## src/hdl/stream_pkg.sv

```systemverilog
// stream side types: input beat, extracted flow record, axi4-lite read channel
`default_nettype none

package stream_pkg;

    //////////////////////////////////////////////////
    // input stream
    //////////////////////////////////////////////////
    localparam int DATA_BYTES = 8;                  // 64 bit tdata

    typedef struct packed {
        logic [DATA_BYTES*8-1:0] tdata;
        logic [DATA_BYTES-1:0]   tkeep;
        logic [15:0]             tuser;             // packet length, first beat only
        logic                    tlast;
        logic                    tvalid;
    } axis_beat_t;

    //////////////////////////////////////////////////
    // flow record
    //////////////////////////////////////////////////
    typedef struct packed {
        logic [31:0] src_ip;
        logic [31:0] dst_ip;
        logic [15:0] src_port;
        logic [15:0] dst_port;
        logic [7:0]  proto;                         // ipv4 protocol field
    } five_tuple_t;                                 // 104 bits

    typedef struct packed {
        five_tuple_t tuple;
        logic [15:0] byte_len;
        logic        valid;                         // one cycle pulse per packet
    } flow_rec_t;

    //////////////////////////////////////////////////
    // axi4-lite read channel
    //////////////////////////////////////////////////
    typedef struct packed {
        logic [11:0] araddr;                        // byte address
        logic        arvalid;
    } axil_ar_t;

    typedef struct packed {
        logic [31:0] rdata;
        logic [1:0]  rresp;
        logic        rvalid;
    } axil_r_t;

endpackage

`default_nettype wire

```

## src/hdl/sketch_pkg.sv

```systemverilog
// sketch side definitions: hash constants, table entry, readout word, register map
`default_nettype none

package sketch_pkg;

    //////////////////////////////////////////////////
    // hashing
    //////////////////////////////////////////////////
    localparam logic [31:0] HASH_MULT_IDX = 32'h9e3779b1;  // golden ratio, odd
    localparam logic [31:0] HASH_MULT_TAG = 32'h85ebca6b;  // second odd multiplier

    // xor the tuple down to one 32 bit key
    // three full words plus the protocol byte
    function automatic logic [31:0] fold_tuple(input logic [103:0] tuple);
        logic [31:0] key;
        key = tuple[103:72] ^ tuple[71:40] ^ tuple[39:8];
        key = key ^ {24'h0, tuple[7:0]};
        return key;
    endfunction

    //////////////////////////////////////////////////
    // table entry and readout
    //////////////////////////////////////////////////
    typedef struct packed {
        logic [15:0] tag;                           // flow id of current owner
        logic [15:0] bytes;                         // saturating byte count
    } sketch_entry_t;

    // one rdata word, entry view or plain counter view
    typedef union packed {
        sketch_entry_t entry;
        logic [31:0]   count;
    } sketch_word_u;

    //////////////////////////////////////////////////
    // register map
    //////////////////////////////////////////////////
    localparam logic [11:0] COLLISION_ADDR = 12'h800;   // collision counter
    localparam logic [1:0]  RESP_OKAY      = 2'b00;
    localparam logic [1:0]  RESP_SLVERR    = 2'b10;

endpackage

`default_nettype wire

```

## src/hdl/flow_collector.sv

```systemverilog
// flow collector, pulls the five-tuple and length out of each packet header
`timescale 1ns/100ps
`default_nettype none

module flow_collector
    import stream_pkg::*;
(
    input  logic       clk,
    input  logic       memreset,
    input  axis_beat_t s_axis,
    output logic       s_axis_tready,
    output flow_rec_t  rec
);

    logic [2:0]  beat_cnt;      // beat index in packet, sticks at 5
    logic        tready_q;
    logic        valid_q;
    five_tuple_t tuple_q;       // header fields, filled beat by beat
    logic [15:0] len_q;
    logic        xfer;

    assign xfer          = s_axis.tvalid & tready_q;
    assign s_axis_tready = tready_q;

    //////////////////////////////////////////////////
    // beat counting and record qualify
    //////////////////////////////////////////////////
    always_ff @(posedge clk)
    begin
        if (memreset)
        begin
            beat_cnt <= '0;
            valid_q  <= 1'b0;
            tready_q <= 1'b0;
        end
        else
        begin
            tready_q <= 1'b1;                       // never back-pressure
            valid_q  <= 1'b0;
            if (xfer)
            begin
                if (s_axis.tlast)
                begin
                    beat_cnt <= '0;
                    valid_q  <= (beat_cnt >= 3'd4); // 5 beats or more
                end
                else if (beat_cnt != 3'd5)
                    beat_cnt <= beat_cnt + 3'd1;
            end
        end
    end

    //////////////////////////////////////////////////
    // header capture, big-endian fields
    //////////////////////////////////////////////////
    always_ff @(posedge clk)
    begin
        if (xfer)
        begin
            case (beat_cnt)
                3'd0: len_q <= s_axis.tuser;                    // length from tuser
                3'd2: tuple_q.proto <= s_axis.tdata[63:56];     // byte 23
                3'd3:
                begin
                    // bytes 26..29 then 30,31
                    tuple_q.src_ip <= {s_axis.tdata[23:16], s_axis.tdata[31:24],
                                       s_axis.tdata[39:32], s_axis.tdata[47:40]};
                    tuple_q.dst_ip[31:16] <= {s_axis.tdata[55:48], s_axis.tdata[63:56]};
                end
                3'd4:
                begin
                    tuple_q.dst_ip[15:0] <= {s_axis.tdata[7:0], s_axis.tdata[15:8]};
                    tuple_q.src_port <= {s_axis.tdata[23:16], s_axis.tdata[31:24]};
                    tuple_q.dst_port <= {s_axis.tdata[39:32], s_axis.tdata[47:40]};
                end
                default: ;                                      // payload beats
            endcase
        end
    end

    assign rec.tuple    = tuple_q;
    assign rec.byte_len = len_q;
    assign rec.valid    = valid_q;

endmodule

`default_nettype wire

```

## src/hdl/flow_hash.sv

```systemverilog
// flow hash, one registered multiply-shift stage giving table index and tag
`timescale 1ns/100ps
`default_nettype none

module flow_hash
    import stream_pkg::*;
    import sketch_pkg::*;
#(
    parameter int unsigned INDEX_BITS = 6
)
(
    input  logic                  clk,
    input  logic                  memreset,
    input  flow_rec_t             rec,
    output logic                  upd_valid,
    output logic [INDEX_BITS-1:0] upd_index,
    output logic [15:0]           upd_tag,
    output logic [15:0]           upd_bytes
);

    logic [31:0] key;
    logic [31:0] prod_idx;      // low word of key * mult
    logic [31:0] prod_tag;

    always_comb
    begin
        key      = fold_tuple(rec.tuple);
        prod_idx = key * HASH_MULT_IDX;             // keeps low 32 bits
        prod_tag = key * HASH_MULT_TAG;
    end

    always_ff @(posedge clk)
    begin
        if (memreset)
            upd_valid <= 1'b0;
        else
            upd_valid <= rec.valid;
    end

    // top bits of the product are the well mixed ones
    always_ff @(posedge clk)
    begin
        if (rec.valid)
        begin
            upd_index <= prod_idx[31 -: INDEX_BITS];
            upd_tag   <= prod_tag[31:16];
            upd_bytes <= rec.byte_len;
        end
    end

endmodule

`default_nettype wire

```

## src/hdl/sketch_table.sv

```systemverilog
// sketch table, tag-checked byte accumulation per index plus collision count
`timescale 1ns/100ps
`default_nettype none

module sketch_table
    import sketch_pkg::*;
#(
    parameter int unsigned INDEX_BITS = 6
)
(
    input  logic                  clk,
    input  logic                  memreset,
    input  logic                  upd_valid,
    input  logic [INDEX_BITS-1:0] upd_index,
    input  logic [15:0]           upd_tag,
    input  logic [15:0]           upd_bytes,
    input  logic [INDEX_BITS-1:0] rd_index,
    output sketch_entry_t         rd_entry,
    output logic [31:0]           collisions
);

    localparam int unsigned DEPTH = 2**INDEX_BITS;

    sketch_entry_t entries [DEPTH];
    sketch_entry_t cur;                 // entry under update
    logic          keep_owner;          // empty slot or same flow
    logic [16:0]   sum;                 // carry out marks overflow
    logic [15:0]   sat_bytes;

    //////////////////////////////////////////////////
    // read side of the read-modify-write
    //////////////////////////////////////////////////
    always_comb
    begin
        cur        = entries[upd_index];
        keep_owner = (cur.bytes == 16'h0) || (cur.tag == upd_tag);
        sum        = {1'b0, cur.bytes} + {1'b0, upd_bytes};
        sat_bytes  = sum[16] ? 16'hffff : sum[15:0];   // clamp at max
    end

    //////////////////////////////////////////////////
    // write back
    //////////////////////////////////////////////////
    always_ff @(posedge clk)
    begin
        if (memreset)
        begin
            for (int i = 0; i < DEPTH; i++)
                entries[i] <= '0;           // table reads zero after reset
            collisions <= '0;
        end
        else if (upd_valid)
        begin
            if (keep_owner)
            begin
                entries[upd_index].tag   <= upd_tag;
                entries[upd_index].bytes <= sat_bytes;
            end
            else
            begin
                // different flow owns the slot, evict it
                entries[upd_index].tag   <= upd_tag;
                entries[upd_index].bytes <= upd_bytes;
                collisions <= collisions + 32'd1;
            end
        end
    end

    // readout port, combinational
    assign rd_entry = entries[rd_index];

endmodule

`default_nettype wire

```

## src/hdl/sketch_axil_read.sv

```systemverilog
// axi4-lite read slave for the sketch entries and the collision counter
`timescale 1ns/100ps
`default_nettype none

module sketch_axil_read
    import stream_pkg::*;
    import sketch_pkg::*;
#(
    parameter int unsigned INDEX_BITS = 6
)
(
    input  logic                  clk,
    input  logic                  memreset,
    input  axil_ar_t              ar,
    output logic                  arready,
    input  logic                  rready,
    output axil_r_t               r,
    output logic [INDEX_BITS-1:0] rd_index,
    input  sketch_entry_t         rd_entry,
    input  logic [31:0]           collisions
);

    localparam int unsigned DEPTH = 2**INDEX_BITS;

    logic         ar_hs;            // address accepted this cycle
    logic         in_table;
    logic         is_coll;
    logic         rvalid_nxt;
    sketch_word_u word_d;           // response word before register
    logic [1:0]   resp_d;

    assign ar_hs    = ar.arvalid & arready;
    assign rd_index = ar.araddr[INDEX_BITS+1:2];            // word index
    assign in_table = (ar.araddr[11:2] < 10'(DEPTH));
    assign is_coll  = (ar.araddr == COLLISION_ADDR);

    //////////////////////////////////////////////////
    // address decode
    //////////////////////////////////////////////////
    always_comb
    begin
        word_d.count = '0;
        resp_d       = RESP_SLVERR;                         // unmapped by default
        if (in_table)
        begin
            word_d.entry = rd_entry;                        // {tag, bytes}
            resp_d       = RESP_OKAY;
        end
        else if (is_coll)
        begin
            word_d.count = collisions;
            resp_d       = RESP_OKAY;
        end
    end

    // one outstanding read, hold until rready
    assign rvalid_nxt = ar_hs | (r.rvalid & ~rready);

    always_ff @(posedge clk)
    begin
        if (memreset)
        begin
            r.rvalid <= 1'b0;
            arready  <= 1'b0;
        end
        else
        begin
            r.rvalid <= rvalid_nxt;
            arready  <= ~rvalid_nxt;                        // free again once accepted
        end
    end

    always_ff @(posedge clk)
    begin
        if (ar_hs)
        begin
            r.rdata <= word_d.count;
            r.rresp <= resp_d;
        end
    end

endmodule

`default_nettype wire

```

## src/hdl/flow_sketch_top.sv

```systemverilog
// flow sketch top, stream collector to hash to table, read out over axi4-lite
`timescale 1ns/100ps
`default_nettype none

module flow_sketch_top
    import stream_pkg::*;
    import sketch_pkg::*;
#(
    parameter int unsigned INDEX_BITS = 6       // 64 entries by default
)
(
    input  logic       clk,
    input  logic       memreset,
    input  axis_beat_t s_axis,
    output logic       s_axis_tready,
    input  axil_ar_t   s_axil_ar,
    output logic       s_axil_arready,
    input  logic       s_axil_rready,
    output axil_r_t    s_axil_r
);

    //////////////////////////////////////////////////
    // internal nets
    //////////////////////////////////////////////////
    flow_rec_t             rec;                 // collector to hash
    logic                  upd_valid;           // hash to table
    logic [INDEX_BITS-1:0] upd_index;
    logic [15:0]           upd_tag;
    logic [15:0]           upd_bytes;
    logic [INDEX_BITS-1:0] rd_index;            // read slave to table
    sketch_entry_t         rd_entry;
    logic [31:0]           collisions;

    flow_collector u_flow_collector (
        .clk           (clk),
        .memreset      (memreset),
        .s_axis        (s_axis),
        .s_axis_tready (s_axis_tready),
        .rec           (rec)
    );

    flow_hash #(.INDEX_BITS(INDEX_BITS)) u_flow_hash (
        .clk       (clk),
        .memreset  (memreset),
        .rec       (rec),
        .upd_valid (upd_valid),
        .upd_index (upd_index),
        .upd_tag   (upd_tag),
        .upd_bytes (upd_bytes)
    );

    sketch_table #(.INDEX_BITS(INDEX_BITS)) u_sketch_table (
        .clk        (clk),
        .memreset   (memreset),
        .upd_valid  (upd_valid),
        .upd_index  (upd_index),
        .upd_tag    (upd_tag),
        .upd_bytes  (upd_bytes),
        .rd_index   (rd_index),
        .rd_entry   (rd_entry),
        .collisions (collisions)
    );

    sketch_axil_read #(.INDEX_BITS(INDEX_BITS)) u_sketch_axil_read (
        .clk        (clk),
        .memreset   (memreset),
        .ar         (s_axil_ar),
        .arready    (s_axil_arready),
        .rready     (s_axil_rready),
        .r          (s_axil_r),
        .rd_index   (rd_index),
        .rd_entry   (rd_entry),
        .collisions (collisions)
    );

endmodule

`default_nettype wire

```

## config.mk

```make
export PLATFORM = sky130hd
export DESIGN_NAME = flow_sketch_top
export DESIGN_NICKNAME = d
export VERILOG_FILES = /design/src/hdl/stream_pkg.sv /design/src/hdl/sketch_pkg.sv /design/src/hdl/flow_collector.sv /design/src/hdl/flow_hash.sv /design/src/hdl/sketch_table.sv /design/src/hdl/sketch_axil_read.sv /design/src/hdl/flow_sketch_top.sv
export SDC_FILE = /design/constraint.sdc
export NUM_CORES = 2
export LEC_CHECK = 0
export BUFFER_PORTS_ARGS = -buffer_cell sky130_fd_sc_hd__buf_2
export CORE_UTILIZATION = 55
export DETAILED_ROUTE_END_ITERATION = 16
export PLACE_DENSITY = 0.71
export SETUP_SLACK_MARGIN = 0.5
export SLEW_MARGIN = 20
export SYNTH_ARGS = -nofsm -noshare
export SYNTH_HDL_FRONTEND = slang
export SYNTH_SLANG_ARGS = --single-unit
```

## constraint.sdc

```tcl
create_clock -name clk -period 15.8 [get_ports clk]
set_input_delay 0.79 -clock clk [delete_from_list [all_inputs] [get_ports clk]]
set_output_delay 0.79 -clock clk [all_outputs]
set_load 0.005 [all_outputs]
```

* Word level (Yosys, flattened, before mapping)
Memory sizes are Yosys's and may differ from the RTL's. A register that Yosys moved wholly into a read port is not among the register bits. Cells that the tools add are included.
Cells by class: $add $sub $neg 3, multipliers 2, magnitude comparators 2, eq/ne operators 6, multiplexer cells 23, bitwise logic cells 14, reduce and logical (&&, ||, !) cells 12
Operators with widths (count):
- $mux 32 | 3
- $mul 32x32->32 const B | 2
- $xor 32x32->32 | 2
- $mux 16 | 3
- $add 32x1->32 const B | 1
- $reduce_or 32->1 | 1
- $xor 32x8->32 | 1
- $add 16x16->17 | 1
- $eq 16x16->1 | 1
- $logic_not 16->1 | 1
- $eq 12x12->1 const B | 1
- $mux 6 | 2
- $reduce_and 2->1 | 6
- $mux 1 | 11
- $lt 10x7->1 const B | 1
- $eq 3x2->1 const B | 2
- $mux 3 | 2
- $not 1->1 | 5
- $mux 2 | 2
- $add 3x1->3 const B | 1
- $and 1x1->1 | 3
- $eq 3x3->1 const B | 1
- $ge 3x3->1 const B | 1
- $logic_not 3->1 | 1
- 5 further kinds | 7
Storage, ports and cells: flip-flop bits (word level) 232, RAM bits 2048, input bits 106, output and inout port bits 37, memories kept 1
Memory list:
- u_sketch_table.entries | depth 64, bits a word 32, rd ports 2, clocked after memory_dff 1, wr ports 64, RTL line sketch_table.sv:24 | sketch_entry_t entries [DEPTH];

* Depth between registers and ports, before layout
depth after elaboration 9, depth in mapped cells 28, mapped depth without buffers 28

* Hierarchy
A second synthesis with hierarchy kept.
Unflattened totals: cells, all modules 10373, area, all modules 136430.8 um^2
By module, submodules not included:
- sketch_table | times used 1, cells each 8418, area an instance 113157.3 um^2, seq. area each 62139.6 um^2
- flow_hash | times used 1, cells each 1706, area an instance 17855.9 um^2, seq. area each 1161.1 um^2
- flow_collector | times used 1, cells each 155, area an instance 3906.2 um^2, seq. area each 3703.6 um^2
- sketch_axil_read | times used 1, cells each 94, area an instance 1511.4 um^2, seq. area each 1031.0 um^2

* Worst setup path before layout
Ideal clock, no wire load.
kind flip-flop to flip-flop, start register u_flow_collector.tuple_q (netlist bit u_flow_collector.rec[22]), end register u_flow_hash.upd_index[4] (data pin), arrival time 7351 ps, required time 15545 ps, path slack 8194 ps, stages on the path, launching flop included 28, buffers on the path 0, cell sequence edfxtp_1 xnor2_1 xor2_1 inv_1 fa_1 inv_1 fa_1 fa_1 fa_1 inv_1 fa_1 inv_1 fa_1 inv_1 fa_1 inv_1 fa_1 inv_1 ha_1 or2_2 a21oi_1 a21oi_1 nor4_1 o41ai_1 a41o_1 o21a_1 or3_1 and2_1
Between the ends: word-level cells in the longest chain between the ends 2
Ends and longest elaborated chain:
- start, declared | RTL line flow_collector.sv:18 | five_tuple_t tuple_q;
- $xor 32x8->32 | RTL line sketch_pkg.sv:17 | key = key ^ {24'h0, tuple[7:0]};
- $mul 32x32->32 | RTL line flow_hash.sv:28 | prod_idx = key * HASH_MULT_IDX;
- via u_flow_hash.prod_idx[30] | RTL line flow_hash.sv:22 | logic [31:0] prod_idx;
- end signal, assigned | RTL line flow_hash.sv:45 | upd_index <= prod_idx[31 -: INDEX_BITS];
- end, declared | RTL line flow_hash.sv:16 | output logic [INDEX_BITS-1:0] upd_index,
The timed path passes the listed nets, and every way through them passes these cells. A chain may end at the register's enable or synchronous reset.

==> impl_metrics.csv <==
group,metric,value,unit
power,vdd_drop_max,0.1236,mV
synth,seq_area_frac_synth,50.38,%
route,wl,473400,um
setup_path,reg2reg_depth,13,
synth,yosys.cell_types.count,89,
timing,relSlewSlack,12.73,%
synth,synth.top_cells.by_area,"edfxtp_1 (50%), mux4_2 (19%), fa_1 (5.9%), and3_1 (4.6%), ha_1 (3.2%)",
global_routing,grt_pass1_vias,89910,
power,p_sw_share,24.10,%
timing,fin_skew,0.1080,ns
synth,synth_enable_flop_cells,2239,
synth,post-synth-top-area-fraction,49.69,%
placement,place_ws,7.022,ns
route,drt_iter0_markers,15070,
status,status,"finished clean",
power,pwr-share-seq,51.0,%
min_path,hold_class,"input port to flip-flop",
synth,netlist_area,135300,sq um
global_routing,grt_max_degree,126,
setup_path,worstSetupPathType,"flip-flop to flip-flop",
synth,ys.flop_type,"edfxtp_1",
placement,placement.io_buffers,133,
timing,fin_ws,6.801,ns
timing,rsz0062_at_grt,"no",
clock_tree,ctsHoldBuffers,0,
clock_tree,clkSlewWorstSetupHoldPaths,0.06,ns
floorplanning,die_h,498.0,um
layout,drive_gt1_share,27.12,%
timing,drv_slew,0,
clock_tree,numClockSinks,2285,
power,p_leak,57.46,nW
clock_tree,post_cts_buffers,0,
floorplanning,ioPinCount,143,
timing,finalHoldViolCount,0,
layout,final_cells,12560,
route,dr_total_vias,90590,
setup_path,end_kind,"flip-flop",
power,power_frac_comb,8.4,%
layout,final_net_count,9981,
global_routing,antenna_found_initial,39,
synth,synthesis.nets,10190,
power,power.total,0.01358,W
floorplanning,die_area,248000,sq um
setup_path,critPathLaunchType,"flip-flop",
placement,dp_hpwl,292700,um
clock_tree,cts-root-buf,"clkbuf_16",
clock_tree,tritoncts,"done",
route,remaining_drc_errors,0,
synth,syn_area_per_cell,14.49,sq um
layout,fillers,18250,
route,ant_nets,0,
synth,yosys_warnings,0,
route,vias_per_cell,7.215,
placement,gp_congestion,0.9705,
timing,fin_crit,8.999,ns
timing,timing.fmax,111.1,MHz
placement,place_inst,12100,
floorplanning,core_area,243900,sq um
floorplanning,fp.dieW,498.0,um
route,firstDrtPassIters,11,
flow_run,cap_violations,0,
clock_tree,cts_resized,0,
layout,post-route-util,59.93,%
clock_tree,cts_buffers,233,
clock_tree,worstSkewPairLatency,0.95,ns
floorplanning,rows,181,
timing,fin_crit_sh,56.96,%
timing,setup_viol,0,
synth,async_flop_share,0,%
power,clock_power_share,40.5,%
setup_path,crit_arrival,9.65,ns
global_routing,grt_usage,38.01,%
setup_path,required,16.46,ns
clock_tree,h-tree-depth,4,
layout,syn_to_final_growth,8.036,%
power,p_switching,0.003274,W
power,p_per_area,92.93,nW/um^2
route,drt-wirelength-per-cell,37.71,um
global_routing,grt_pass1_wl,659500,um
timing,tightest_slew,1.273,ns
synth,syn_inst,9339,
timing,finalSetupTns,0,ns
floorplanning,start_util,55.47,%
global_routing,overflow,0,
min_path,hold_depth,1,
clock_tree,ctsLongestPathBuffers,3,
synth,synth_area_leader_cell,"edfxtp_1",
power,p_int,0.01031,W
setup_path,worst-path-max-fanout,52,
synth,ys_ff_latch,2285,
cells in the mapped netlist, types with 45 or more instances:
library cell,n
edfxtp_1,2239
mux4_2,1123
and3_1,990
nor2_1,762
inv_1,692
clkbuf_1,568
nor2_2,433
fa_1,398
ha_1,347
nand2_1,251
mux2i_1,199
xnor2_1,144
buf_6,113
buf_2,86
buf_1,69
a21oi_1,67
nand3_1,53
a22oi_1,52
mux2_2,52
o21ai_0,49
dfxtp_1,46
nor2b_1,46
xor2_1,46
a22o_1,45
worst paths after layout:
path,end,slack (ns),start
max,u_sketch_table.entries[3][13]$_SDFFCE_PN0P_,6.80,flip-flop
max reg2reg,u_sketch_table.entries[3][13]$_SDFFCE_PN0P_,6.80,flip-flop
min,u_flow_collector.len_q[8]$_DFFE_PP_,0.03,s_axis[10]
min reg2reg,u_flow_hash.upd_bytes[7]$_DFFE_PP_,0.40,u_flow_collector.len_q[7]$_DFFE_PP_
cells in the final DEF, fill, tap and decap left out, drive strengths merged, types with 51 or more instances in the layout:
cell type	n
edfxtp	2239
nor2	1195
mux4	1138
and3	990
inv	696
buf	428
fa	398
ha	347
clkbuf	303
nand2	251
mux2i	215
xnor2	144
clkinv	98
a21oi	67
nand3	53
mux2	52
a22oi	52
o21ai	51
cell type report:
| class | instances | area [sq um] | area share [%] |
|---|---|---|---|
| Sequential cell | 2285 | 68180 | 46.64 |
| Multi-Input combinational cell | 5486 | 60740 | 41.55 |
| Clock buffer | 301 | 6117 | 4.185 |
| Tap cell | 3202 | 4006 | 2.741 |
| Timing Repair Buffer | 430 | 3104 | 2.124 |
| Inverter | 694 | 2609 | 1.785 |
| Clock inverter | 128 | 1341 | 0.9176 |
| Antenna cell | 30 | 75.07 | 0.05136 |
per-layer routing:
layer / up-vias / wire length (um) / GRT usage [%]
li1: 34770 / - / -
met1: 45730 / 148900 / 46.30
met2: 8221 / 209400 / 56.54
met3: 1848 / 73690 / 13.11
met4: 24 / 41300 / 27.55
met5: - / 167 / 0
logic make-up (layout without fill, tap and decap cells):
logic type      count (synthesis)  in the layout  synth area share, %
compound gates                410            410                2.176
buf+inv                      1568           1553                5.210
flops                        2285           2285                50.37
simple gates                 2733           2733                10.76
fa+ha+maj                     745            745                9.098
xor+xnor                      192            192                1.263
other cells                     1             31             0.002772
mux                          1405           1405                21.12
power by group through the flow:
stage,registers (W),clock network [W],logic (W)
finish,0.00693,0.00551,0.00115
global route,0.00694,0.00570,0.00116
detailed placement,0.00705,0,0.00110
CTS,0.00692,0.00548,0.00111
floorplan,0.00701,0,0.000681
global placement,0.00703,0,0.00109
critical path, stage by stage (launching register included):
cell       delay (ns)
dfxtp_4          0.78
buf_4            0.53
buf_4            0.80
nor2b_1          0.82
nand2_1          0.11
and3_1           0.27
or4_1            0.62
a22o_1           0.28
or4_4            0.49
a2111oi_4        1.03
a211o_2          0.94
mux2i_4          0.94
buf_4            0.79
nor2_1           0.10
stage by stage:
| step | cell area, sq um | hold slack [ns] |
|---|---|---|
| finish | 146200 | 0.03199 |
| detailed placement | 138600 | 0.4059 |
| floorplan | 135300 | 0.4003 |
| CTS | 146000 | 0.006593 |
| global route | 146100 | 0.03061 |
| global placement | 138600 | 0.4092 |
sequential cells by signal (all words and copies together), names as in the netlist, named ones only:
name,count
u_flow_collector.beat_cnt,3
u_flow_collector.len_q,16
u_flow_collector.rec,104
u_flow_collector.s_axis_tready,1
u_flow_collector.valid_q,1
u_flow_hash.upd_bytes,16
u_flow_hash.upd_index,6
u_flow_hash.upd_tag,16
u_flow_hash.upd_valid,1
u_sketch_axil_read.arready,1
u_sketch_axil_read.r,34
u_sketch_table.collisions,32
u_sketch_table.entries,2048
Power figures use the tool's default switching activity.
